<file path="src/hw/spi_bridge_pkg.sv">
`default_nettype none

package spi_bridge_pkg;

    localparam int WORD_W = 16;

    // control byte, upper half of a command word.
    typedef enum logic [7:0] {
        CMD_REG_SEL  = 8'h80,
        CMD_MEM_RD   = 8'hC0,
        CMD_MEM_WR   = 8'hC1,
        CMD_BURST_RD = 8'hD0,
        CMD_BURST_WR = 8'hD1
    } cmd_e;

    typedef enum logic {
        OP_READ  = 1'b0,
        OP_WRITE = 1'b1
    } mem_op_e;

    // len counts words and is at least one.
    typedef struct packed {
        mem_op_e     op;
        logic [15:0] len;
        logic [31:0] addr;
    } burst_cmd_t;

    typedef struct packed {
        logic              en;
        logic              we;
        logic [31:0]       addr;
        logic [WORD_W-1:0] wdata;
    } ram_req_t;

endpackage

`default_nettype wire

</file>
<file path="src/hw/spi_word_slave.sv">
`timescale 1ns/1ps
`default_nettype none

module spi_word_slave
    import spi_bridge_pkg::*;
(
    input  logic              clk_50MHz,
    input  logic              rst_i,
    input  logic              sck_i,
    input  logic              cs_i,
    input  logic              mosi_i,
    input  logic [WORD_W-1:0] tx_word_i,
    output logic              miso_o,
    output logic [WORD_W-1:0] rx_word_o,
    output logic              rx_valid_o,
    output logic              cs_start_o
);

    localparam int CNT_W = $clog2(WORD_W);

    // two sync stages plus one delayed copy for edge detection.
    logic [2:0]        sck_r;
    logic [2:0]        cs_r;
    logic [1:0]        mosi_r;
    logic              sck_rise;
    logic              sck_fall;
    logic              cs_fall;
    logic              cs_active;
    logic [CNT_W-1:0]  bit_cnt;
    logic [WORD_W-1:0] rx_shift;
    logic [WORD_W-1:0] tx_shift;

    assign sck_rise  = sck_r[1] & ~sck_r[2];
    assign sck_fall  = ~sck_r[1] & sck_r[2];
    assign cs_fall   = ~cs_r[1] & cs_r[2];
    assign cs_active = ~cs_r[1];

    assign cs_start_o = cs_fall;
    assign rx_word_o  = rx_shift;
    assign miso_o     = tx_shift[WORD_W-1];

    always_ff @(posedge clk_50MHz, posedge rst_i) begin
        if (rst_i) begin
            sck_r      <= '0;
            cs_r       <= '1;
            mosi_r     <= '0;
            bit_cnt    <= '0;
            rx_shift   <= '0;
            tx_shift   <= '0;
            rx_valid_o <= 1'b0;
        end else begin
            sck_r      <= {sck_r[1:0], sck_i};
            cs_r       <= {cs_r[1:0], cs_i};
            mosi_r     <= {mosi_r[0], mosi_i};
            rx_valid_o <= 1'b0;
            if (cs_fall) begin
                // first bit goes out on miso before the first sck edge.
                bit_cnt  <= '0;
                tx_shift <= tx_word_i;
            end else if (cs_active) begin
                if (sck_rise) begin
                    rx_shift <= {rx_shift[WORD_W-2:0], mosi_r[1]};
                    bit_cnt  <= bit_cnt + 1'b1;
                    if (bit_cnt == CNT_W'(WORD_W - 1))
                        rx_valid_o <= 1'b1;
                end
                if (sck_fall)
                    tx_shift <= {tx_shift[WORD_W-2:0], 1'b0};
            end
        end
    end

endmodule

`default_nettype wire

</file>
<file path="config.mk">
export PLATFORM = sky130hd
export DESIGN_NAME = spi_word_slave
export DESIGN_NICKNAME = d
export VERILOG_FILES = /design/src/hw/spi_bridge_pkg.sv /design/src/hw/spi_word_slave.sv
export SDC_FILE = /design/constraint.sdc
export NUM_CORES = 1
export LEC_CHECK = 0
export ABC_AREA = 1
export BUFFER_PORTS_ARGS = -buffer_cell sky130_fd_sc_hd__buf_2
export CORE_ASPECT_RATIO = 2
export CORE_MARGIN = 2
export CORE_UTILIZATION = 56
export CTS_BUF_LIST = sky130_fd_sc_hd__clkbuf_8
export CTS_CLUSTER_SIZE = 16
export DETAILED_ROUTE_END_ITERATION = 8
export GPL_ROUTABILITY_DRIVEN = 0
export PLACE_DENSITY = 0.81
export SLEW_MARGIN = 15
export SYNTH_ARGS = -nofsm -noshare
export SYNTH_HDL_FRONTEND = slang
export SYNTH_SLANG_ARGS = --single-unit
</file>
<file path="constraint.sdc">
create_clock -name clk_50MHz -period 1.5 [get_ports clk_50MHz]
set_input_delay 0.3 -clock clk_50MHz [delete_from_list [all_inputs] [get_ports clk_50MHz]]
set_output_delay 0.3 -clock clk_50MHz [all_outputs]
set_load 0.02 [all_outputs]
</file>
==> results.json <==
{
  "status": "completed",
  "area_growth_pct": 19.1,
  "netlist_top_cells_count": "nand2_1, dfrtp_1, nand3_1",
  "fp.coreArea_um2": 3380,
  "die_area_um2": 4030,
  "ant_nets": 0,
  "wl_per_cell_um": 12.2,
  "synth_area_leaders": "dfrtp_1, nand2_1, nand3_1, dfstp_2, buf_6",
  "r2r_start": "cs_r[1]$_DFF_PP1_",
  "ys_seq_area_share_pct": 57.4,
  "fin_crit_sh_pct": 96.4,
  "crit_path_start_kind": "register",
  "ys_ff_latch": 45,
  "ys.flop_type": "dfrtp_1",
  "placed_area_um2": 2190,
  "synth_area_per_cell_um2": 8.74,
  "syn_area_um2": 1970,
  "post-place-ws_ns": 0.187,
  "rsz0062_at_grt": "false",
  "ir_drop_mv": 0.996,
  "synthArstFlopShare_pct": 100,
  "avgViaCountPerCell": 5.19,
  "final_nets": 292,
  "synth_compound_area_share_pct": 1.27,
  "first_iter_violations": 25,
  "h-tree-depth": 2,
  "antenna_cells": 0,
  "crit_arrival_ns": 1.15,
  "final_area_um2": 2340,
  "power.leakage_nw": 1.35,
  "numCtsBuffers": 5,
  "grt_pass1_vias": 1499,
  "path_class": "register to output port",
  "start_util_pct": 58.2,
  "grt_usage_pct": 21.4,
  "drive_above_1_share_pct": 25.1,
  "firstDrtPassIters": 4,
  "synthMostInstantiatedCell": "nand2_1",
  "port_buffers": 39,
  "routed_wl_um": 3690,
  "maxCapViolations": 0,
  "route.detailed.drc": 0,
  "crit_fanout": 3,
  "fmax_ghz": 0.692,
  "crit_start": "cs_r[2]$_DFF_PP1_",
  "tns_ns": 0,
  "crit_path_end_kind": "output port",
  "cts.sinks": 45,
  "dp_hpwl_um": 2660,
  "die_w_um": 45.9,
  "syn_nets": 247,
  "synthXorXnorAreaFrac_pct": 0,
  "grt_pass1_wl_um": 6310,
  "finalHoldWorstSlack_ns": 0.0992,
  "clock_skew_ns": 0.00722,
  "fillers": 296,
  "die_h_um": 87.8,
  "vias": 1572,
  "relSlewSlack_pct": 70.9,
  "cts.path.max_buffers": 2,
  "hold_class": "input pin to register",
  "tightest_slew_ns": 0.434,
  "cts_tree": "yes",
  "multi_input_area_um2": 732,
  "final-setup-viol-count": 0,
  "worstPathRequired_ns": 1.20,
  "path_clk_slew_ns": 0.09,
  "overflow": 0,
  "antenna_found_initial": 0,
  "grt_max_degree": 36,
  "synthMuxAreaShare_pct": 0,
  "setup_slack_ns": 0.0545,
  "synth_edf_count": 0,
  "rows": 30,
  "finalHoldViolCount": 0,
  "syn-instance-count": 225,
  "synthAdderAreaFrac_pct": 0.636,
  "synth_top_family_by_area": "simple AND/OR/NAND/NOR gates",
  "period_minus_slack_ns": 1.45,
  "synth_cell_types": 19,
  "top_level_ports": 40,
  "yosys_warnings": 0,
  "yosysTopAreaCellShare_pct": 53.4,
  "yosys.area_share.simple_pct": 35.3,
  "regArea_um2": 1130,
  "yosysTopAreaCell": "dfrtp_1",
  "min_from": "mosi_i",
  "maxSlewViolCount": 0,
  "p_per_area_nw_per_um2": 1240,
  "clk-insertion-delay-late_ns": 0.30,
  "cts-root-buf": "clkbuf_8"
}
[logic make-up (layout without fill, tap and decap cells)]
group	Yosys count	count (layout)
AO/OA/AOI/OAI	5	5
AND/OR/NAND/NOR	159	159
adder cells (fa/ha/maj)	1	1
buffers and inverters	15	61
flip-flops	45	45
[worst paths after layout]
check                                                 end  slack (ns)  cells after the start
worst min register to register         sck_r[1]$_DFF_PP0_        0.35                      0
worst max-delay path                           cs_start_o        0.05                      3
max in group asynchronous               cs_r[2]$_DFF_PP1_        0.47                      4
min in group asynchronous       rx_word_o[14]$_DFFE_PP0P_        0.49                      3
worst min-delay path                  mosi_r[0]$_DFF_PP0_         0.1                      1
worst max register to register    tx_shift[4]$_DFFE_PP0P_        0.17                      7
[layer usage]
metal  track usage (%)  share of wire (%)  wire length, µm  vias to the layer above
li1                  -                  -                -                      786
met1              22.9                 38             1410                      741
met2              37.9                 56             2060                       37
met3              3.71                3.3              121                        8
met4              10.9                2.6               97                        0
met5                 0                  0                0                        -
[per-stage QoR]
step / instances / utilization, % / total power [W]
CTS: 303 / 69.3 / 0.00294
global placement: 293 / 64.7 / 0.00185
detailed placement: 293 / 64.7 / 0.00187
floorplan: 225 / - / 0.00173
finish: 303 / 69.4 / 0.00291
global route: 303 / 69.4 / 0.00306
[layout make-up]
class,instances,area share [%]
clock buffers,5,2.94
repair buffers,46,12.0
clock inverters,3,2.78
multi-input cells,165,31.2
flip-flops and latches,45,48.2
well taps,32,1.71
inverters,7,1.12
[state kept, by name, summed over array words and instances (netlist names)]
name / flops
bit_cnt: 4
cs_r: 3
mosi_r: 2
rx_valid_o: 1
rx_word_o: 16
sck_r: 3
tx_shift: 16
[what timing repair did]
action,4_1_cts,5_1_grt
endpoints found under the setup margin,1,1
hold buffers,1,0
buffers inserted,1,0
gates resized for setup,1,1
endpoints found under the hold margin,10,0
[layout by cell type (no fill, tap or decap), types with 2 or more instances in the layout]
cell | netlist | final
nand3_1 | 23 | 23
bufinv_16 | 0 | 2
buf_2 | 0 | 38
inv_2 | 2 | 2
nor2_4 | 2 | 2
buf_12 | 0 | 2
dfrtp_1 | 42 | 42
nand2_1 | 124 | 124
clkbuf_8 | 0 | 5
inv_1 | 5 | 4
nand2_2 | 2 | 2
buf_4 | 3 | 4
nand2_4 | 2 | 2
o21ai_0 | 5 | 5
dfstp_2 | 3 | 3
[power by group]
part / internal [W] / switching (W)
sequential: 0.00135 / 0.0000875
clock: 0.000661 / 0.000407
combinational: 0.000164 / 0.000247
[worst max-delay path: stages, from the launching register on]
cell	delay (ns)
dfstp_2	0.55
inv_2	0.06
nor2_4	0.11
buf_6	0.13
Note: power is estimated with default switching activity, not from simulation.
