--- src/hw/spi_bridge_pkg.sv ---
`default_nettype none

package spi_bridge_pkg;

    localparam int WORD_W = 16;

    // control byte, upper half of a command word.
    typedef enum logic [7:0] {
        CMD_REG_SEL  = 8'h80,
        CMD_MEM_RD   = 8'hC0,
        CMD_MEM_WR   = 8'hC1,
        CMD_BURST_RD = 8'hD0,
        CMD_BURST_WR = 8'hD1
    } cmd_e;

    typedef enum logic {
        OP_READ  = 1'b0,
        OP_WRITE = 1'b1
    } mem_op_e;

    // len counts words and is at least one.
    typedef struct packed {
        mem_op_e     op;
        logic [15:0] len;
        logic [31:0] addr;
    } burst_cmd_t;

    typedef struct packed {
        logic              en;
        logic              we;
        logic [31:0]       addr;
        logic [WORD_W-1:0] wdata;
    } ram_req_t;

endpackage

`default_nettype wire

--- src/hw/readback_regs.sv ---
`timescale 1ns/1ps
`default_nettype none

module readback_regs
    import spi_bridge_pkg::*;
(
    input  logic              clk_50MHz,
    input  logic              rst_i,
    input  logic              sel_we_i,
    input  logic [7:0]        sel_addr_i,
    input  logic              data_we_i,
    input  logic [WORD_W-1:0] data_i,
    input  logic              busy_i,
    output logic [WORD_W-1:0] tx_word_o
);

    logic [7:0]        sel_q;
    logic [WORD_W-1:0] data_q;

    always_ff @(posedge clk_50MHz, posedge rst_i) begin
        if (rst_i) begin
            sel_q  <= '0;
            data_q <= '0;
        end else begin
            if (sel_we_i)
                sel_q <= sel_addr_i;
            if (data_we_i)
                data_q <= data_i;
        end
    end

    // a running burst streams the data word back regardless of the select.
    always_comb begin
        if (busy_i) begin
            tx_word_o = data_q;
        end else begin
            case (sel_q)
                8'h00:   tx_word_o = 16'h1234;
                8'h01:   tx_word_o = 16'h5678;
                8'h02:   tx_word_o = 16'hABCD;
                8'h03:   tx_word_o = 16'hEF01;
                8'h04:   tx_word_o = data_q;
                8'h05:   tx_word_o = {{(WORD_W-1){1'b0}}, busy_i};
                default: tx_word_o = '0;
            endcase
        end
    end

endmodule

`default_nettype wire

--- config.mk ---
export PLATFORM = sky130hd
export DESIGN_NAME = readback_regs
export DESIGN_NICKNAME = d
export VERILOG_FILES = /design/src/hw/spi_bridge_pkg.sv /design/src/hw/readback_regs.sv
export SDC_FILE = /design/constraint.sdc
export NUM_CORES = 1
export LEC_CHECK = 0
export BUFFER_PORTS_ARGS = -buffer_cell sky130_fd_sc_hd__buf_4
export CORE_UTILIZATION = 50
export DETAILED_ROUTE_END_ITERATION = 10
export PLACE_DENSITY_LB_ADDON = 0.15
export REMOVE_ABC_BUFFERS = 1
export SYNTH_ARGS = -nofsm -noshare
export SYNTH_HDL_FRONTEND = slang
export SYNTH_SLANG_ARGS = --single-unit
--- constraint.sdc ---
create_clock -name clk_50MHz -period 2.8 [get_ports clk_50MHz]
set_input_delay 0.28 -clock clk_50MHz [delete_from_list [all_inputs] [get_ports clk_50MHz]]
set_output_delay 0.28 -clock clk_50MHz [all_outputs]
set_load 0.03 [all_outputs]
==> metrics.cfg, run 1 <==
[layout]
drive_gt1_frac=0.4118
postLayoutCoreUtil=0.7384
fin_cells=180
area_delta_synth_final_pct=34.19
fill_cells=158
nets=183
diodes=0

[timing]
rsz0062_at_grt=false
tightest_slew_ps=894.4
slew_viol_final=0
hold_viol=0
setup_tns_ps=0
finalSetupViolCount=0
max_slew_margin=0.4031
fin_crit_sh=0.7695
fmax_mhz=464.1
skew_ps=0
fin_crit_ps=2155

[synthesis]
synth_ff_type=dfrtp_1
synth_common_cells=25 x o21ai_0, 24 x dfrtp_1, 14 x inv_1, 14 x nand2_1, 11 x mux2_2
yosysTopAreaCellShare=0.5345
netlist_area_um2=1124
synth_top_area_cell=dfrtp_1
ys_ff_latch=24
synth.area.top_cells=dfrtp_1 53%, o21ai_0 11%, mux2_2 11%, inv_1 4.7%, nand2_1 4.7%
yosysMostFrequentCell=o21ai_0
postSynth.asyncResetShare=1.000
synth_edf_count=0
syn_inst=109
synth.avg_cell_area_um2=10.31
seq_area_frac_synth=0.5345
ys_warn_count=0
synth_cell_types=19

[setup_path]
crit_cells=4
reg2reg_depth=1
cp.arrival_ps=1870
cp-end-kind=output port
worstSetupPathType=flip-flop to output port
crit_path_top_delay_cell=nor4_2
slowest_delay_ps=510
worstPathMaxFanout=6
rrSetupSlack_ps=1940
cp-start-kind=flip-flop
path_cells=nor4_2 > nand3_1 > o21ai_0 > buf_4
path_buf_inv=1
cpLargestDelayFamily=simple AND/OR/NAND/NOR gates
required_ps=2520

[run]
cap_violations=0

[drt]
drtIter0Drc=17
first_pass_iters=4
wl_per_cell_um=13.03
via_count=942
ant_nets=0
routed_wirelength_mm=2.345
via_per_inst=5.233
drcViolationCount=0

[floorplan]
die_h_um=49.41
start_util=0.5502
pin_count=45
die_w_um=49.41
placementRows=16
core_um2=2042
dieArea_um2=2441

[cts]
clkSinkCount=24
insertion_delay_ps=310
cts-root-buf=clkbuf_4
cts_tree=built
htree_levels=1
post_cts.repair.setup_buffers=0
cts-resized-gates=0
clk_pin_slew_ps=130
holdBufCountCts=0
cts_buffer_depth=2
cts_made_buffers=3

[power]
switching_share=0.2934
sequentialPowerShare=0.525
peakVddDrop_mv=0.4314
powerDensity_nw_per_um2=505.7
clkPwrFrac=0.240
switchingPower_uw=223.7
leakage_uw=0.0007342
pwr-share-comb=0.235
p_int_uw=538.7

[grt]
grt_max_degree=29
grt_usage=0.2095
antenna_found_initial=0
grt_pass1_vias=919
overflow=0
grt_pass1_wl_mm=3.843

[run_status]
status=finished, final reports clean

[placed_design]
port_buffers=44
hpwl_mm=1.717
dp_cells=176
gp_congestion=0.7177

[worst_hold_path]
hold_path.class=input port to async pin

[registers in the layout (all words and copies together) (netlist names)]
name / count
sel_q: 8
data_q: 16
[power groups by stage]
stage | Clock, uW | Combinational, uW | Sequential, uW
final | 183 | 179 | 400
after global routing | 201 | 194 | 404
after CTS | 189 | 180 | 400
after detailed placement | 0 | 179 | 407
after global placement | 0 | 175 | 406
after floorplan | 0 | 102 | 402
[cells by family (layout without fill, tap and decap cells)]
family          after synthesis  after routing  synth area share
simple gates                 24             24            0.1091
mux                          11             11            0.1102
buf+inv                      18             62           0.06124
flops                        24             24            0.5345
compound gates               31             31            0.1771
xor+xnor                      1              1          0.007797
[metrics by stage]
stage                     setup slack (ps)  cell area, um2  hold slack, ps  total power, uW
after global routing                 435.2            1508           157.2            799.2
final                                645.3            1508           134.2            762.4
after floorplan                      868.2            1107           294.6            504.2
after CTS                            652.1            1508           150.1            768.5
after global placement                1085            1471           482.8            580.2
after detailed placement              1023            1471           490.2            585.9
[path summary, 6_finish.rpt]
path	from	to
max in group asynchronous	rst_i	sel_q[6]
hold / removal	rst_i	data_q[9]
min in group clk_50MHz	data_i[4]	data_q[4]
setup reg to reg	sel_q[2]	sel_q[2]
hold reg to reg	data_q[1]	data_q[1]
setup / recovery	sel_q[2]	tx_word_o[11]
[cells in the final DEF, fill, tap and decap left out]
cell type	synthesis	final
nor2_1	3	3
xor2_1	1	1
o2bb2ai_1	1	1
nand3_1	3	3
nor4_2	1	1
a41o_2	1	1
a41oi_4	1	1
inv_1	14	14
nand2_1	14	14
mux2_2	11	11
nand4b_1	1	1
dfrtp_1	24	24
a32o_1	2	2
clkbuf_8	0	1
nor3_4	1	1
buf_4	0	44
a31oi_1	1	1
clkbuf_4	0	3
and2_1	1	1
o21ai_0	25	25
[layout make-up]
| type | count | area (um2) | share of cell area |
|---|---|---|---|
| multi-input cells | 67 | 454.2 | 0.3012 |
| flip-flops and latches | 24 | 600.6 | 0.3983 |
| repair buffers | 44 | 330.3 | 0.2191 |
| clock buffers | 4 | 36.28 | 0.02407 |
| well taps | 27 | 33.78 | 0.02241 |
| inverters | 14 | 52.55 | 0.03485 |
[routing by layer]
layer	up-vias	wire length [um]	track usage
met5	-	0	0
met4	0	44	0.1000
met3	6	118	0.02181
met2	34	1176	0.3516
met1	438	1005	0.2712
li1	464	-	-
No activity file was read; power rests on OpenSTA's default activity.
==> inputs of run 2 (changes only) <==
--- a/config.mk
+++ b/config.mk
@@ -6,7 +6,7 @@
 export NUM_CORES = 1
 export LEC_CHECK = 0
 export BUFFER_PORTS_ARGS = -buffer_cell sky130_fd_sc_hd__buf_4
-export CORE_UTILIZATION = 50
+export CORE_UTILIZATION = 47
 export DETAILED_ROUTE_END_ITERATION = 10
 export PLACE_DENSITY_LB_ADDON = 0.15
 export REMOVE_ABC_BUFFERS = 1
==> constraint.sdc (replaced) <==
create_clock -name clk_50MHz -period 2.24 [get_ports clk_50MHz]
set_input_delay 0.224 -clock clk_50MHz [delete_from_list [all_inputs] [get_ports clk_50MHz]]
set_output_delay 0.224 -clock clk_50MHz [all_outputs]
set_load 0.03 [all_outputs]
==> run 2 against run 1 <==
Net effect: total power increased by 36%; setup slack got worse by 470 ps; clock power increased by 69%; utilization decreased by 5.2 points; worst hold slack got worse by 66 ps; cell area increased by 1.7%; die area increased by 6.1%; register-to-register slack got worse by 560 ps.
==> metrics.cfg, run 2 (synthesized netlist as in run 1, its figures left out) <==
[grt]
grt_pass1_vias=980  ; was 919
grt_usage=0.2189  ; was 0.2095
antenna_found_initial=0  ; unchanged
grt_max_degree=29  ; unchanged
grt_pass1_wl_mm=4.140  ; was 3.843 mm
overflow=0  ; unchanged

[timing]
setup_tns_ps=0  ; unchanged
max_slew_margin=0.4298  ; was 0.4031
fmax_mhz=484.6
setup_ws_ps=176.5  ; was 645.3 ps
fin_crit_sh=0.9212
rsz0062_at_grt=false  ; unchanged
fin_hold_ws_ps=68.00  ; was 134.2 ps
slew_viol_final=0  ; unchanged
fin_crit_ps=2063
tightest_slew_ps=854.3  ; was 894.4 ps
finalSetupViolCount=0  ; unchanged
skew_ps=0  ; unchanged
hold_viol=0  ; unchanged

[floorplan]
pin_count=45  ; unchanged
start_util=0.5031  ; was 0.5502
die_w_um=50.90  ; was 49.41 um
placementRows=17  ; was 16
dieArea_um2=2590  ; was 2441 um2
die_h_um=50.90  ; was 49.41 um
core_um2=2233  ; was 2042 um2

[layout]
regArea_um2=600.6  ; unchanged
largestRegisters=data_q x16, sel_q x8  ; unchanged
diodes=0  ; unchanged
area_delta_synth_final_pct=36.41  ; was 34.19%
nets=184  ; was 183
mostFrequentLayoutCells=45 x buf_4, 25 x o21ai_0, 24 x dfrtp_1  ; was 44 x buf_4, 25 x o21ai_0, 24 x dfrtp_1
final_common_cell=buf_4  ; unchanged
drive_gt1_frac=0.4156  ; was 0.4118
largest_reg_flops=16  ; unchanged
fill_cells=181  ; was 158
fin_cells=182  ; was 180
max_flop_register=data_q  ; unchanged
multi_input_area_um2=454.2  ; unchanged

[cts]
cts_buffer_depth=2  ; unchanged
cts_made_buffers=3  ; unchanged
clkSinkCount=24  ; unchanged
holdBufCountCts=0  ; unchanged
cts-resized-gates=0  ; unchanged
clk_pin_slew_ps=130  ; about the same
cts_tree=built  ; unchanged
htree_levels=1  ; unchanged
post_cts.repair.setup_buffers=0  ; unchanged
insertion_delay_ps=310  ; about the same
cts-root-buf=clkbuf_4  ; unchanged

[setup_path]
cp-end-kind=output port  ; unchanged
rrSetupSlack_ps=1380  ; was 1940 ps
reg2reg_depth=1  ; unchanged
cp-start-kind=flip-flop  ; unchanged
cp.arrival_ps=1840  ; was 1870 ps
required_ps=2020  ; was 2520 ps
worstPathMaxFanout=10  ; was 6
r2r-end=sel_q[2]  ; unchanged
crit_start=sel_q[5]  ; was sel_q[2]
timing.rr.start=sel_q[2]  ; unchanged
worstSetupPathType=flip-flop to output port  ; unchanged

[power]
peakVddDrop_mv=0.6197  ; was 0.4314 mV
leakage_uw=0.0007465  ; was 0.0007342 uW
powerDensity_nw_per_um2=674.6  ; was 505.7 nW/um2

[drt]
first_pass_iters=4  ; unchanged
via_count=948  ; was 942
via_per_inst=5.209  ; was 5.233
routed_wirelength_mm=2.394  ; was 2.345 mm
wl_per_cell_um=13.15  ; was 13.03 um
drcViolationCount=0  ; unchanged
ant_nets=0  ; unchanged
drtIter0Drc=22  ; was 17

[placed_design]
pre_cts_ws_ps=546.0  ; was 1023 ps
port_buffers=44  ; unchanged
hpwl_mm=1.807  ; was 1.717 mm
dp_cells=178  ; was 176
gp_congestion=0.7380  ; was 0.7177

[worst_hold_path]
hold_path.class=input port to async pin  ; unchanged

[run_status]
status=finished, final reports clean  ; unchanged

[run]
cap_violations=0  ; unchanged

==> run 2: cell count changes in the layout (fill, tap and decap cells not counted), sizes merged <==
cell,previous run,this run
clkbuf,4,3
bufinv,0,1
buf,44,45
==> run 2: per-stage QoR <==
| step | area (um2) | power, uW | util |
|---|---|---|---|
| final | 1533 | 1034 | 0.6863 |
| after global routing | 1533 | 1082 | 0.6863 |
| after CTS | 1533 | 1041 | 0.6863 |
| after detailed placement | 1480 | 734.0 | 0.6627 |
| after global placement | 1480 | 725.5 | 0.6627 |
| after floorplan | 1107 | 630.2 | - |
==> run 2: how the worst max path moves through the flow <==
stage,endpoint,slack (ps),depth (start not counted)
after floorplan,tx_word_o[0],360,3
after global placement,tx_word_o[15],640,4
after detailed placement,tx_word_o[13],550,4
after CTS,tx_word_o[13],170,4
after global routing,tx_word_o[13],10,4
final,tx_word_o[13],180,4
==> run 2: cell type report <==
cell class | count | share of cell area
repair buffers | 45 | 0.2204
clock inverters | 1 | 0.01959
well taps | 28 | 0.02286
flip-flops and latches | 24 | 0.3918
inverters | 14 | 0.03429
multi-input cells | 67 | 0.2963
clock buffers | 3 | 0.01469
==> run 2: where the power goes <==
part           leakage, uW  total [uW]  internal [uW]  switching, uW
clock network    0.0000279         309            181            128
logic             0.000432         224            101            122
registers         0.000286         501            473           27.9
total             0.000746        1030            756            278
==> run 2: worst max-delay path: stages, from the launching register on <==
cell and delay (ps):
dfrtp_1 430, nor3_4 420, a41oi_4 250, o21ai_0 220
buf_4 190
==> run 2: per-layer routing <==
layer | GRT usage | part of all wire
met5 | 0 | 0
met4 | 0.07870 | 0.013
met3 | 0.05952 | 0.060
met2 | 0.3756 | 0.49
met1 | 0.2633 | 0.43
==> inputs of run 3 (changes only) <==
--- a/config.mk
+++ b/config.mk
@@ -6,8 +6,10 @@
 export NUM_CORES = 1
 export LEC_CHECK = 0
 export BUFFER_PORTS_ARGS = -buffer_cell sky130_fd_sc_hd__buf_4
+export CORE_ASPECT_RATIO = 0.7
 export CORE_UTILIZATION = 47
 export DETAILED_ROUTE_END_ITERATION = 10
+export HOLD_SLACK_MARGIN = 0.05
 export PLACE_DENSITY_LB_ADDON = 0.15
 export REMOVE_ABC_BUFFERS = 1
 export SYNTH_ARGS = -nofsm -noshare
==> run 3 against run 2 <==
Net effect: cell area decreased by 0.65%; first-iteration DRC count increased by 68%; sequential power about the same; largest power group unchanged; highest routed layer unchanged; setup slack got worse by 23 ps.
==> metrics.cfg, run 3 (synthesized netlist as in run 1, its figures left out) <==
[setup_path]
cp-start-kind=flip-flop  ; unchanged
crit_start=sel_q[5]  ; unchanged
cp.arrival_ps=1860  ; was 1840 ps
cp-end-kind=output port  ; unchanged
required_ps=2020  ; about the same
rrSetupSlack_ps=1350  ; was 1380 ps
timing.rr.start=sel_q[2]  ; unchanged
worstPathMaxFanout=10  ; unchanged
worstSetupPathType=flip-flop to output port  ; unchanged

[cts]
cts_buffer_depth=2  ; unchanged
holdBufCountCts=0  ; unchanged
cts_made_buffers=3  ; unchanged
clkSinkCount=24  ; unchanged
htree_levels=1  ; unchanged
cts_tree=built  ; unchanged
post_cts.repair.setup_buffers=0  ; unchanged
clk_pin_slew_ps=130  ; about the same
insertion_delay_ps=310  ; about the same
cts-root-buf=clkbuf_4  ; unchanged

[layout]
nets=183  ; was 184
largest_reg_flops=16  ; unchanged
finalInstanceArea_um2=1523  ; was 1533 um2
final_common_cell=buf_4  ; unchanged
area_delta_synth_final_pct=35.52  ; was 36.41%
multi_input_area_um2=462.9  ; was 454.2 um2
diodes=0  ; unchanged
largestRegisters=data_q x16, sel_q x8  ; unchanged
fill_cells=184  ; was 181
mostFrequentLayoutCells=44 x buf_4, 25 x o21ai_0, 24 x dfrtp_1  ; was 45 x buf_4, 25 x o21ai_0, 24 x dfrtp_1
max_flop_register=data_q  ; unchanged
drive_gt1_frac=0.4118  ; was 0.4156
regArea_um2=600.6  ; unchanged

[grt]
grt_pass1_vias=877  ; was 980
overflow=0  ; unchanged
grt_pass1_wl_mm=4.050  ; was 4.140 mm
grt_usage=0.2234  ; was 0.2189
grt_max_degree=29  ; unchanged
antenna_found_initial=0  ; unchanged

[timing]
fin_crit_ps=2087  ; was 2063 ps
setup_tns_ps=0  ; unchanged
max_slew_margin=0.4033  ; was 0.4298
skew_ps=0  ; unchanged
hold_viol=0  ; unchanged
finalSetupViolCount=0  ; unchanged
slew_viol_final=0  ; unchanged
rsz0062_at_grt=false  ; unchanged
setup_ws_ps=153.3  ; was 176.5 ps
fin_crit_sh=0.9316  ; was 0.9212
tightest_slew_ps=894.0  ; was 854.3 ps
fmax_mhz=479.2  ; was 484.6 MHz

[floorplan]
start_util=0.5091  ; was 0.5031
die_w_um=60.44  ; was 50.90 um
placementRows=14  ; was 17
die_h_um=42.91  ; was 50.90 um
dieArea_um2=2593  ; was 2590 um2
core_um2=2207  ; was 2233 um2
pin_count=45  ; unchanged

[placed_design]
dpl_cell_area_um2=1478  ; was 1480 um2
gp_congestion=0.8179  ; was 0.7380
port_buffers=44  ; unchanged
pre_cts_ws_ps=481.9  ; was 546.0 ps

[drt]
via_per_inst=5.184  ; was 5.209
via_count=959  ; was 948
ant_nets=0  ; unchanged
routed_wirelength_mm=2.484  ; was 2.394 mm
first_pass_iters=5  ; was 4
wl_per_cell_um=13.43  ; was 13.15 um
drtIter0Drc=37  ; was 22
drcViolationCount=0  ; unchanged

[run_status]
status=finished, final reports clean  ; unchanged

[power]
peakVddDrop_mv=0.3355  ; was 0.6197 mV
leakage_uw=0.0007357  ; was 0.0007465 uW
powerDensity_nw_per_um2=628.2  ; was 674.6 nW/um2

[worst_hold_path]
hold_path.class=input port to async pin  ; unchanged

[run]
cap_violations=0  ; unchanged

[run 3: cell count changes in the layout (fill, tap and decap cells not counted)]
cell / previous run / this run
buf_4: 45 / 44
bufinv_16: 1 / 0
clkbuf_8: 0 / 1
nor4_2: 1 / 0
nor4_4: 0 / 1
[run 3: where the power goes]
part	internal, uW	switching (uW)
clock	99.6	130
combinational	101	123
sequential	474	29.2
total	674	282
[run 3: repair_timing]
item,CTS,global route
setup endpoints to repair,0,5
hold endpoints to repair,0,0
gates resized for setup,0,1
[run 3: layer usage]
metal  global-route usage  part of all wire
met5                    0                 0
met4              0.08182             0.019
met3              0.06402             0.049
met2               0.3582              0.49
met1               0.2857              0.45
[run 3: worst paths after layout]
path,to,cells after the start
worst min register to register,data_q[11],2
worst max-delay path,tx_word_o[6],4
min in group clk_50MHz,data_q[5],3
worst max register to register,sel_q[2],1
worst min-delay path,data_q[7],2
max in group asynchronous,sel_q[4],2
[run 3: cell type report]
| cell class | instances | area share |
|---|---|---|
| sequential | 24 | 0.3944 |
| clock buffer | 4 | 0.02383 |
| timing repair buffer | 44 | 0.2169 |
| multi-input combinational | 67 | 0.3040 |
| tap | 32 | 0.02629 |
| inverter | 14 | 0.03451 |
[run 3: worst max-delay path, cell delays in order (launching register included)]
cell and delay (ps):
dfrtp_1 420, nor3_4 420, a41oi_4 240, o21ai_0 260
buf_4 210
[run 3: through the flow]
| stage | utilization | cells | hold WS (ps) | power, uW |
|---|---|---|---|---|
| after floorplan | - | 105 | 238.6 | 630.2 |
| after global placement | 0.6695 | 181 | 430.2 | 725.0 |
| after detailed placement | 0.6695 | 181 | 437.9 | 733.9 |
| after CTS | 0.6859 | 185 | 92.41 | 961.0 |
| after global routing | 0.6899 | 185 | 96.12 | 1004 |
| final | 0.6899 | 185 | 72.92 | 956.6 |
