==> src/hw/spi_bridge_pkg.sv <==
`default_nettype none

package spi_bridge_pkg;

    localparam int WORD_W = 16;

    // control byte, upper half of a command word.
    typedef enum logic [7:0] {
        CMD_REG_SEL  = 8'h80,
        CMD_MEM_RD   = 8'hC0,
        CMD_MEM_WR   = 8'hC1,
        CMD_BURST_RD = 8'hD0,
        CMD_BURST_WR = 8'hD1
    } cmd_e;

    typedef enum logic {
        OP_READ  = 1'b0,
        OP_WRITE = 1'b1
    } mem_op_e;

    // len counts words and is at least one.
    typedef struct packed {
        mem_op_e     op;
        logic [15:0] len;
        logic [31:0] addr;
    } burst_cmd_t;

    typedef struct packed {
        logic              en;
        logic              we;
        logic [31:0]       addr;
        logic [WORD_W-1:0] wdata;
    } ram_req_t;

endpackage

`default_nettype wire

==> src/hw/mem_burst_engine.sv <==
`timescale 1ns/1ps
`default_nettype none

module mem_burst_engine
    import spi_bridge_pkg::*;
#(
    parameter int ADDR_W = 8
) (
    input  logic              clk_50MHz,
    input  logic              rst_i,
    input  logic              start_i,
    input  burst_cmd_t        cmd_i,
    input  logic              seq_i,
    input  logic [WORD_W-1:0] wdata_i,
    output logic              busy_o,
    output logic              seq_ack_o,
    output logic [WORD_W-1:0] rdata_o,
    output ram_req_t          ram_o,
    input  logic              ram_ack_i,
    input  logic [WORD_W-1:0] ram_rdata_i
);

    typedef enum logic [2:0] {
        E_IDLE,
        E_WAIT_SEQ,
        E_REQ,
        E_WAIT_ACK,
        E_HOLD_ACK,
        E_DONE
    } state_t;

    state_t            state;
    mem_op_e           op_q;
    logic [15:0]       count_q;
    logic [ADDR_W-1:0] addr_q;
    logic [WORD_W-1:0] wdata_q;

    always_ff @(posedge clk_50MHz, posedge rst_i) begin
        if (rst_i) begin
            state     <= E_IDLE;
            busy_o    <= 1'b0;
            seq_ack_o <= 1'b0;
            op_q      <= OP_READ;
            count_q   <= '0;
            addr_q    <= '0;
        end else begin
            case (state)
                E_IDLE: begin
                    if (start_i) begin
                        op_q    <= cmd_i.op;
                        count_q <= cmd_i.len;
                        addr_q  <= cmd_i.addr[ADDR_W-1:0];
                        busy_o  <= 1'b1;
                        state   <= E_WAIT_SEQ;
                    end
                end
                E_WAIT_SEQ: if (seq_i) state <= E_REQ;
                E_REQ:      state <= E_WAIT_ACK;
                E_WAIT_ACK: begin
                    if (ram_ack_i) begin
                        seq_ack_o <= 1'b1;
                        addr_q    <= addr_q + 1'b1;
                        count_q   <= count_q - 1'b1;
                        state     <= (count_q == 16'd1) ? E_DONE : E_HOLD_ACK;
                    end
                end
                E_HOLD_ACK: begin
                    if (!seq_i) begin
                        seq_ack_o <= 1'b0;
                        state     <= E_WAIT_SEQ;
                    end
                end
                E_DONE: begin
                    if (!seq_i) begin
                        seq_ack_o <= 1'b0;
                        busy_o    <= 1'b0;
                        state     <= E_IDLE;
                    end
                end
                default: state <= E_IDLE;
            endcase
        end
    end

    always_ff @(posedge clk_50MHz) begin
        if (state == E_WAIT_SEQ && seq_i)
            wdata_q <= wdata_i;
        if (state == E_WAIT_ACK && ram_ack_i)
            rdata_o <= ram_rdata_i;
    end

    // one access per step, address wraps inside the RAM.
    always_comb begin
        ram_o.en    = (state == E_REQ);
        ram_o.we    = (op_q == OP_WRITE);
        ram_o.addr  = 32'(addr_q);
        ram_o.wdata = wdata_q;
    end

endmodule

`default_nettype wire

==> config.mk <==
export PLATFORM = sky130hd
export DESIGN_NAME = mem_burst_engine
export DESIGN_NICKNAME = d
export VERILOG_FILES = /design/src/hw/spi_bridge_pkg.sv /design/src/hw/mem_burst_engine.sv
export SDC_FILE = /design/constraint.sdc
export NUM_CORES = 1
export LEC_CHECK = 0
export BUFFER_PORTS_ARGS = -buffer_cell sky130_fd_sc_hd__buf_2
export CAP_MARGIN = 10
export CORE_UTILIZATION = 46
export DETAILED_ROUTE_END_ITERATION = 16
export GPL_ROUTABILITY_DRIVEN = 0
export PLACE_DENSITY = 0.9
export SYNTH_ARGS = -nofsm -noshare
export SYNTH_HDL_FRONTEND = slang
export SYNTH_SLANG_ARGS = --single-unit
export TNS_END_PERCENT = 50
==> constraint.sdc <==
create_clock -name clk_50MHz -period 2.6 [get_ports clk_50MHz]
set_input_delay 0.26 -clock clk_50MHz [delete_from_list [all_inputs] [get_ports clk_50MHz]]
set_output_delay 0.26 -clock clk_50MHz [all_outputs]
set_load 0.005 [all_outputs]
==> flow_metrics.tcl, run 1 <==
set metrics [dict create \
    status "finished with violations" \
    violations "negative hold slack" \
    drive_above_1_share_pct 35.8 \
    crit_path_top_delay_cell "dfrtp_1" \
    pin_count 154 \
    clockRootBuffer "clkbuf_8" \
    slowest_delay_ps 590 \
    synthAdderAreaFrac_pct 1.24 \
    drt_iter0_drc 173 \
    fp.dieW_um 83.3 \
    fill_cells 511 \
    slew_headroom_pct 60.0 \
    crit_family "flip-flops" \
    worstSetupStartpoint "state[1]" \
    critical_path.cell_chain "and3b_1 > buf_4 > nand4_1 > o41ai_1 > a21oi_1" \
    syn2layout_area_growth_pct 23.1 \
    grt_use_met3_pct 4.97 \
    firstDrtPassIters 4 \
    grt_pass1_wl_um 11300 \
    fin_worst_skew_ps 4.85 \
    clk_latency_ps 330 \
    use_met2_pct 32.9 \
    r2r_start "state[1]" \
    ctsResizeCount 0 \
    multi_input_area_um2 1110 \
    end_kind "flop" \
    drc 0 \
    crit_type "flop to flop" \
    cts_buffers 9 \
    hold_buffers 0 \
    start_kind "flop" \
    dp_hpwl_um 4750 \
    synth_top_family_by_area "compound AO/OA/AOI/OAI gates" \
    grt_max_degree 35 \
    htreeDepth 3 \
    synth-main-ff-cell "edfxtp_1" \
    hold_ws_ps -0.695 \
    worstMarginPinSlew_ps 599 \
    r2r_slack_ps 560 \
    clockBufferDepth 2 \
    p_leak_nw 1.64 \
    viasPerCell 5.34 \
    fin_crit_ps 2040 \
    final_hold_viol_count 2 \
    totalWireLength_um 6710 \
    routedWlPerCell_um 14.8 \
    finalMaxSlewViolations 0 \
    syn_inst 266 \
    synth_edf_count 32 \
    core_um2 6350 \
    globalRoute.busiestLayer "met2" \
    clkSlewWorstSetupHoldPaths_ps 70 \
    die_h_um 83.3 \
    synth-xor-area-share_pct 0 \
    antenna_left 0 \
    io_buffer_count 105 \
    regArea_um2 1710 \
    endpoint "count_q[11]" \
    yosys.cell_types.count 54 \
    synthMuxAreaShare_pct 0.989 \
    layout_common_cells "105 x buf_2, 32 x edfxtp_1, 30 x dfrtp_1" \
    rsz0062_at_grt "false" \
    dieArea_um2 6930 \
    power-per-cell-area_nw_per_um2 1060 \
    min_period_over_period_pct 78.4 \
    yosys.area_share.simple_pct 14.3 \
    hp-class "input port to asynchronous set/reset pin" \
    worstReg2RegEnd "count_q[11]" \
    cap_viol_max_count 0 \
    crit_path_max_fanout 34 \
    finalSetupViolCount 0 \
    ys_ff_latch 62 \
    cp.required_ps 2810 \
    syn_area_per_cell_um2 11.4 \
    reg2reg_depth 5 \
    std_cell_rows 29 \
    yosys_warnings 0 \
    grt-ovfl-total 0 \
    async_flop_share_pct 48.4 \
    post_cts_buffers 0 \
    synth_seq_area_share_pct 56.4 \
    final.setup.tns_ps 0 \
    cts.sinks 62 \
    arrival_ps 2250 \
    num_antenna_cells 0 \
    met1_usage_pct 27.0 \
    synth_compound_area_share_pct 16.9 \
    grt_use_total_pct 20.7 \
    cts_tree "built" \
    ir_drop_uv 625 \
    max_freq_ghz 0.490 \
    initial_core_util_pct 47.8 \
    synth_area_um2 3040 \
    antenna_found_initial 0 \
    num_vias 2424 \
    crit_buf_inv 1 \
    grt_pass1_vias 2306 \
    nets 461 \
    path_depth 5 \
    final_common_cell "buf_2" \
]
==> per-layer routing <==
metal  part of all wire, %  up-vias
li1                      -     1162
met1                    42     1129
met2                    48      118
met3                   7.9       15
met4                   2.0        0
met5                     0        -
==> how the worst min path moves through the flow <==
stage	slack [ps]	end	depth (start not counted)
after detailed placement	360	addr_q[7]	3
after global routing	40	count_q[5]	3
after floorplan	350	addr_q[0]	1
after CTS	2	addr_q[7]	3
after global placement	370	addr_q[6]	3
final	-0.7	addr_q[6]	3
==> power breakdown <==
| group | switching [mW] | internal [mW] |
|---|---|---|
| Combinational | 0.730 | 0.590 |
| Clock | 0.363 | 0.562 |
| Sequential | 0.329 | 1.37 |
| Total | 1.42 | 2.52 |
==> worst min-delay path, delay by kind of cell <==
| kind | cells | cell delay, ps |
|---|---|---|
| buffers and inverters | 3 | 480 |
==> cell type report <==
| class | instances | share of cell area (%) |
|---|---|---|
| clock buffer | 10 | 3.68 |
| inverter | 7 | 0.703 |
| timing repair buffer | 111 | 15.3 |
| clock inverter | 6 | 2.28 |
| tap | 77 | 2.58 |
| multi-input combinational | 181 | 29.7 |
| sequential | 62 | 45.8 |
==> cell families (layout without fill, tap and decap cells) <==
family | Yosys count | in the layout
AO/OA/AOI/OAI | 78 | 78
multiplexers | 3 | 3
other | 1 | 24
adder cells (fa/ha/maj) | 3 | 3
AND/OR/NAND/NOR | 73 | 73
flip-flops | 62 | 62
buffers and inverters | 46 | 134
==> per-stage QoR <==
step | utilization [%] | setup slack (ps) | std cells | power (mW) | cell area, µm²
6_report | 58.9 | 561 | 454 | 3.94 | 3740
5_1_grt | 58.9 | 398 | 454 | 4.22 | 3740
3_5_place_dp | 55.3 | 563 | 438 | 3.04 | 3510
3_3_place_gp | 55.3 | 627 | 438 | 2.96 | 3510
2_1_floorplan | - | 409 | 289 | 2.67 | 3120
4_1_cts | 58.9 | 546 | 454 | 3.97 | 3740
==> registers in the layout, indices dropped and copies added, names as in the netlist <==
signal     cells
state          3
count_q       16
addr_q         8
wdata_q       16
seq_ack_o      1
op_q           1
busy_o         1
rdata_o       16
==> synth_stat cells (3+ instances only) <==
cell	n	share of area [%]
nor3_1	3	0.49
buf_6	3	1.1
edfxtp_1	32	32
nand2_1	17	2.1
nand4_1	4	0.82
nor3b_1	3	0.74
mux2i_1	3	0.99
a2bb2oi_1	7	2.0
nand3b_1	3	0.74
a22oi_1	3	0.74
nor2_1	15	1.9
inv_1	7	0.87
o22ai_1	7	1.4
ha_1	3	1.2
a21oi_1	23	3.8
o21ai_0	16	2.6
dfrtp_1	30	25
nand3_1	10	1.6
buf_2	8	1.3
buf_4	27	6.7
No activity file was read; power rests on OpenSTA's default activity.
==> run 2, diff against run 1 <==
==> constraint.sdc (replaced) <==
create_clock -name clk_50MHz -period 1.9 [get_ports clk_50MHz]
set_input_delay 0.19 -clock clk_50MHz [delete_from_list [all_inputs] [get_ports clk_50MHz]]
set_output_delay 0.19 -clock clk_50MHz [all_outputs]
set_load 0.005 [all_outputs]
==> flow_metrics.tcl, run 2 (synthesis gave the netlist of run 1 again) <==
set metrics [dict create \
    die_h_um 83.3 \
    final.setup.tns_ps 0 \
    syn2layout_area_growth_pct 27.0 \
    finalMaxSlewViolations 0 \
    cap_viol_max_count 0 \
    arrival_ps 2070 \
    cp.required_ps 2130 \
    crit_path_max_fanout 4 \
    total_power_mw 5.62 \
    final_cells 469 \
    r2r_start "count_q[1]" \
    cts.sinks 62 \
    finalSetupViolCount 0 \
    grt_pass1_vias 2297 \
    crit_family "compound AO/OA/AOI/OAI gates" \
    min_period_over_period_pct 97.2 \
    grt_max_degree 31 \
    clkSlewWorstSetupHoldPaths_ps 70 \
    critical_path.cell_chain "inv_1 > ha_1 > nor3b_4 > nand3_1 > o311a_1 > a311o_1" \
    reg2reg_depth 6 \
    clockRootBuffer "clkbuf_8" \
    dieArea_um2 6930 \
    place_inst 450 \
    crit_path_top_delay_cell "dfrtp_1" \
    worstSetupStartpoint "count_q[1]" \
    drt_iter0_drc 134 \
    drc 0 \
    std_cell_rows 29 \
    grt-ovfl-total 0 \
    fp.dieW_um 83.3 \
    layout_common_cells "105 x buf_2, 32 x edfxtp_1, 30 x dfrtp_1" \
    core_um2 6350 \
    num_vias 2475 \
    top_regs "count_q x16, rdata_o x16, wdata_q x16" \
    antenna_found_initial 0 \
    place_area_um2 3600 \
    power-per-cell-area_nw_per_um2 1460 \
    totalWireLength_um 6930 \
    initial_core_util_pct 47.8 \
    fin_crit_ps 1850 \
    start_kind "flop" \
    io_buffer_count 105 \
    nets 476 \
    antenna_left 0 \
    cts_tree "built" \
    worstReg2RegEnd "count_q[12]" \
    drive_above_1_share_pct 38.0 \
    end_kind "flop" \
    htreeDepth 3 \
    r2r_slack_ps 50 \
    crit_type "flop to flop" \
    num_antenna_cells 0 \
    crit_buf_inv 1 \
    slowest_delay_ps 410 \
    fin_worst_skew_ps 7.59 \
    p_leak_nw 1.71 \
    min_delay_path_depth 1 \
    max_freq_ghz 0.542 \
    final_common_cell "buf_2" \
    final_hold_viol_count 0 \
    firstDrtPassIters 4 \
    ir_drop_uv 701 \
    clockBufferDepth 2 \
    dp_hpwl_um 5020 \
    grt_use_total_pct 20.6 \
    pin_count 154 \
    hold_start "wdata_i[13]" \
    status "complete, no violations" \
    fill_cells 493 \
    viasPerCell 5.28 \
    min_to "wdata_q[13]" \
    fin_area_um2 3860 \
    hp-class "input port to flop" \
    grt_pass1_wl_um 11200 \
    clk_latency_ps 340 \
    cts_buffers 9 \
    routedWlPerCell_um 14.8 \
]
## run 2: changes by cell type in the layout (fill, tap and decap cells not counted), sizes merged
cell / change
buf: +14
clkinvlp: +2
clkinv: -2
dlygate4sd3: +1
## run 2: layer usage
layer  global-route usage, %  wire length [µm]  share of wire [%]
met1                    27.0              2910                 42
met2                    32.6              3380                 49
met3                    6.06               563                8.1
met4                    7.21                80                1.2
met5                       0                 0                  0
## run 2: final cells by class
| class | instances | area, µm² | share of cell area [%] |
|---|---|---|---|
| Tap cell | 77 | 96.3 | 2.50 |
| Multi-Input combinational cell | 181 | 1120 | 29.1 |
| Sequential cell | 62 | 1710 | 44.4 |
| Clock inverter | 6 | 87.6 | 2.27 |
| Inverter | 7 | 26.3 | 0.681 |
| Timing Repair Buffer | 126 | 686 | 17.8 |
| Clock buffer | 10 | 128 | 3.31 |
## run 2: worst max path at each step
| stage | slack [ps] | cells past startpoint | endpoint |
|---|---|---|---|
| 2_1_floorplan | 190 | 6 | count_q[12] |
| 3_3_place_gp | 110 | 6 | count_q[12] |
| 3_5_place_dp | 60 | 6 | count_q[12] |
| 4_1_cts | 40 | 6 | count_q[12] |
| 5_1_grt | -10 | 5 | count_q[15] |
| 6_report | 50 | 6 | count_q[12] |
## run 2: report_power, final
group | switching, mW | internal (mW) | total, mW | leakage (nW)
combinational | 1.12 | 0.953 | 2.07 | 0.970
clock | 0.534 | 0.736 | 1.27 | 0.0985
sequential | 0.402 | 1.88 | 2.28 | 0.641
total | 2.05 | 3.56 | 5.62 | 1.71
## run 2: through the flow
stage	worst slack (ps)	hold WS (ps)	util, %
4_1_cts	42.3	4.95	60.3
2_1_floorplan	191	281	-
5_1_grt	-10.0	3.15	60.7
3_5_place_dp	57.1	302	56.8
3_3_place_gp	115	304	56.8
6_report	53.4	20.2	60.7
## run 2: timing repair
action,4_1_cts,5_1_grt
hold buffers,1,0
endpoints found under the hold margin,30,0
endpoints found under the setup margin,0,11
buffers inserted,0,2
resized for setup,0,2
==> run 3, diff against run 2 <==
--- a/config.mk
+++ b/config.mk
@@ -7,10 +7,12 @@
 export LEC_CHECK = 0
 export BUFFER_PORTS_ARGS = -buffer_cell sky130_fd_sc_hd__buf_2
 export CAP_MARGIN = 10
-export CORE_UTILIZATION = 46
+export CELL_PAD_IN_SITES_DETAIL_PLACEMENT = 0
+export CELL_PAD_IN_SITES_GLOBAL_PLACEMENT = 2
+export CORE_UTILIZATION = 27
 export DETAILED_ROUTE_END_ITERATION = 16
 export GPL_ROUTABILITY_DRIVEN = 0
-export PLACE_DENSITY = 0.9
+export PLACE_DENSITY = 0.89
 export SYNTH_ARGS = -nofsm -noshare
 export SYNTH_HDL_FRONTEND = slang
 export SYNTH_SLANG_ARGS = --single-unit
==> flow_metrics.tcl, run 3 (synthesis gave the netlist of run 1 again) <==
set metrics [dict create \
    p_leak_nw 1.72 \
    pwr-share-comb_pct 36.5 \
    clkSlewWorstSetupHoldPaths_ps 70 \
    crit_path_top_delay_cell "dfrtp_1" \
    nets 475 \
    globalRoute.busiestLayer "met2" \
    internal_power_mw 3.58 \
    crit_type "flop to flop" \
    dieArea_um2 11700 \
    dp_hpwl_um 5350 \
    place_inst 514 \
    pwr-share-clk_pct 22.8 \
    slowest_delay_ps 420 \
    min_delay_path_depth 1 \
    grt_use_met3_pct 3.38 \
    end_kind "flop" \
    layout_common_cells "105 x buf_2, 32 x edfxtp_1, 30 x dfrtp_1" \
    num_antenna_cells 0 \
    initial_core_util_pct 27.9 \
    pin_count 154 \
    viasPerCell 4.67 \
    finalSetupViolCount 0 \
    cap_viol_max_count 0 \
    hold_start "ram_rdata_i[13]" \
    routedWlPerCell_um 13.9 \
    core_um2 10900 \
    min_to "rdata_o[13]" \
    total_power_mw 5.59 \
    die_h_um 108 \
    rsz0062_at_grt "false" \
    htreeDepth 3 \
    num_vias 2478 \
    fp.dieW_um 108 \
    fin_crit_ps 1760 \
    firstDrtPassIters 5 \
    cts_buffers 9 \
    arrival_ps 2020 \
    std_cell_rows 38 \
    post-place-ws_ps 127 \
    drc 0 \
    max_freq_ghz 0.567 \
    ir_drop_uv 509 \
    finalMaxSlewViolations 0 \
    grt_pass1_wl_um 11900 \
    final_cells 531 \
    top_regs "count_q x16, rdata_o x16, wdata_q x16" \
    cts.sinks 62 \
    min_period_over_period_pct 92.7 \
    crit_buf_inv 2 \
    status "complete, no violations" \
    fin_worst_skew_ps 7.66 \
    post_cts_buffers 0 \
    antenna_left 0 \
    layout_setup_ws_ps 138 \
    crit_family "simple AND/OR/NAND/NOR gates" \
    clockBufferDepth 2 \
    clockRootBuffer "clkbuf_8" \
    worstReg2RegEnd "count_q[6]" \
    final.setup.tns_ps 0 \
    swShare_pct 35.9 \
    hp-class "input port to flop" \
    fill_cells 1119 \
    drive_above_1_share_pct 38.1 \
    reg2reg_depth 7 \
    critical_path.cell_chain "inv_1 > ha_2 > or3b_1 > nor2_2 > buf_4 > a22oi_1 > o21ai_0" \
    clk_latency_ps 340 \
    final_hold_viol_count 0 \
    drt_iter0_drc 95 \
    io_buffer_count 105 \
    cp.required_ps 2160 \
    power-per-cell-area_nw_per_um2 1420 \
    final_common_cell "buf_2" \
    p_switching_mw 2.01 \
    totalWireLength_um 7370 \
    r2r_slack_ps 140 \
    grt_max_degree 31 \
    antenna_found_initial 0 \
    grt_use_total_pct 13.4 \
    crit_path_max_fanout 4 \
    start_kind "flop" \
    met1_usage_pct 17.5 \
    syn2layout_area_growth_pct 29.4 \
    cts_tree "built" \
    use_met2_pct 20.2 \
    grt-ovfl-total 0 \
    r2r_start "count_q[1]" \
    grt_pass1_vias 2320 \
    utilization_pct 36.1 \
    p_seq_share_pct 40.8 \
]
==> run 3: changes by cell type in the layout (fill, tap and decap cells not counted) <==
cell | previous run | this run
a21o_4 | 1 | 0
nand3_1 | 10 | 9
nand3_2 | 0 | 1
clkbuf_8 | 9 | 10
clkinv_1 | 0 | 1
a21o_2 | 0 | 1
ha_1 | 3 | 2
ha_2 | 0 | 1
clkinvlp_4 | 3 | 0
buf_4 | 20 | 19
clkinv_2 | 1 | 2
==> run 3: cell type report <==
| class | count | area (µm²) | share of cell area [%] |
|---|---|---|---|
| clock buffer | 11 | 141 | 3.60 |
| clock inverter | 5 | 73.8 | 1.88 |
| inverter | 7 | 26.3 | 0.669 |
| multi-input combinational | 181 | 1120 | 28.6 |
| sequential | 62 | 1710 | 43.6 |
| tap | 140 | 175 | 4.46 |
| timing repair buffer | 125 | 678 | 17.3 |
==> run 3: repair_timing <==
action / 4_1_cts / 5_1_grt
hold buffers: 1 / 0
gates resized for setup: 0 / 3
endpoints found under the setup margin: 0 / 3
hold endpoints to repair: 30 / 0
==> run 3: power groups by stage <==
stage,clock network (mW),registers [mW],logic (mW)
3_5_place_dp,0,2.29,2.03
4_1_cts,1.31,2.27,2.05
2_1_floorplan,0,2.24,1.42
6_report,1.27,2.28,2.04
5_1_grt,1.37,2.34,2.32
3_3_place_gp,0,2.28,1.99
==> run 3: worst max-delay path by stage <==
| stage | startpoint | end | slack (ps) | depth (start not counted) |
|---|---|---|---|---|
| after global placement | count_q[0] | count_q[12] | 130 | 6 |
| after floorplan | count_q[0] | count_q[12] | 190 | 6 |
| final | count_q[1] | count_q[6] | 140 | 7 |
| after detailed placement | count_q[1] | count_q[12] | 130 | 6 |
| after CTS | count_q[1] | count_q[12] | 110 | 6 |
| after global routing | count_q[0] | count_q[6] | 10 | 7 |
==> run 3: routing by layer <==
metal	vias to the layer above	routed length, µm
li1	1185	-
met1	1153	3310
met2	133	3240
met3	7	699
met4	0	131
met5	-	0
==> run 3: worst reg2reg max path, stage by stage, from the launching register on <==
cell,delay [ps]
dfrtp_1,420
inv_1,90
ha_2,200
or3b_1,400
nor2_2,200
buf_4,150
a22oi_1,60
o21ai_0,170
==> run 3: through the flow <==
| step | hold WS (ps) | instance area [µm²] |
|---|---|---|
| floorplan | 281 | 3130 |
| global placement | 310 | 3690 |
| detailed placement | 309 | 3690 |
| CTS | 12.3 | 3920 |
| global route | 8.22 | 3930 |
| finish | 27.4 | 3930 |
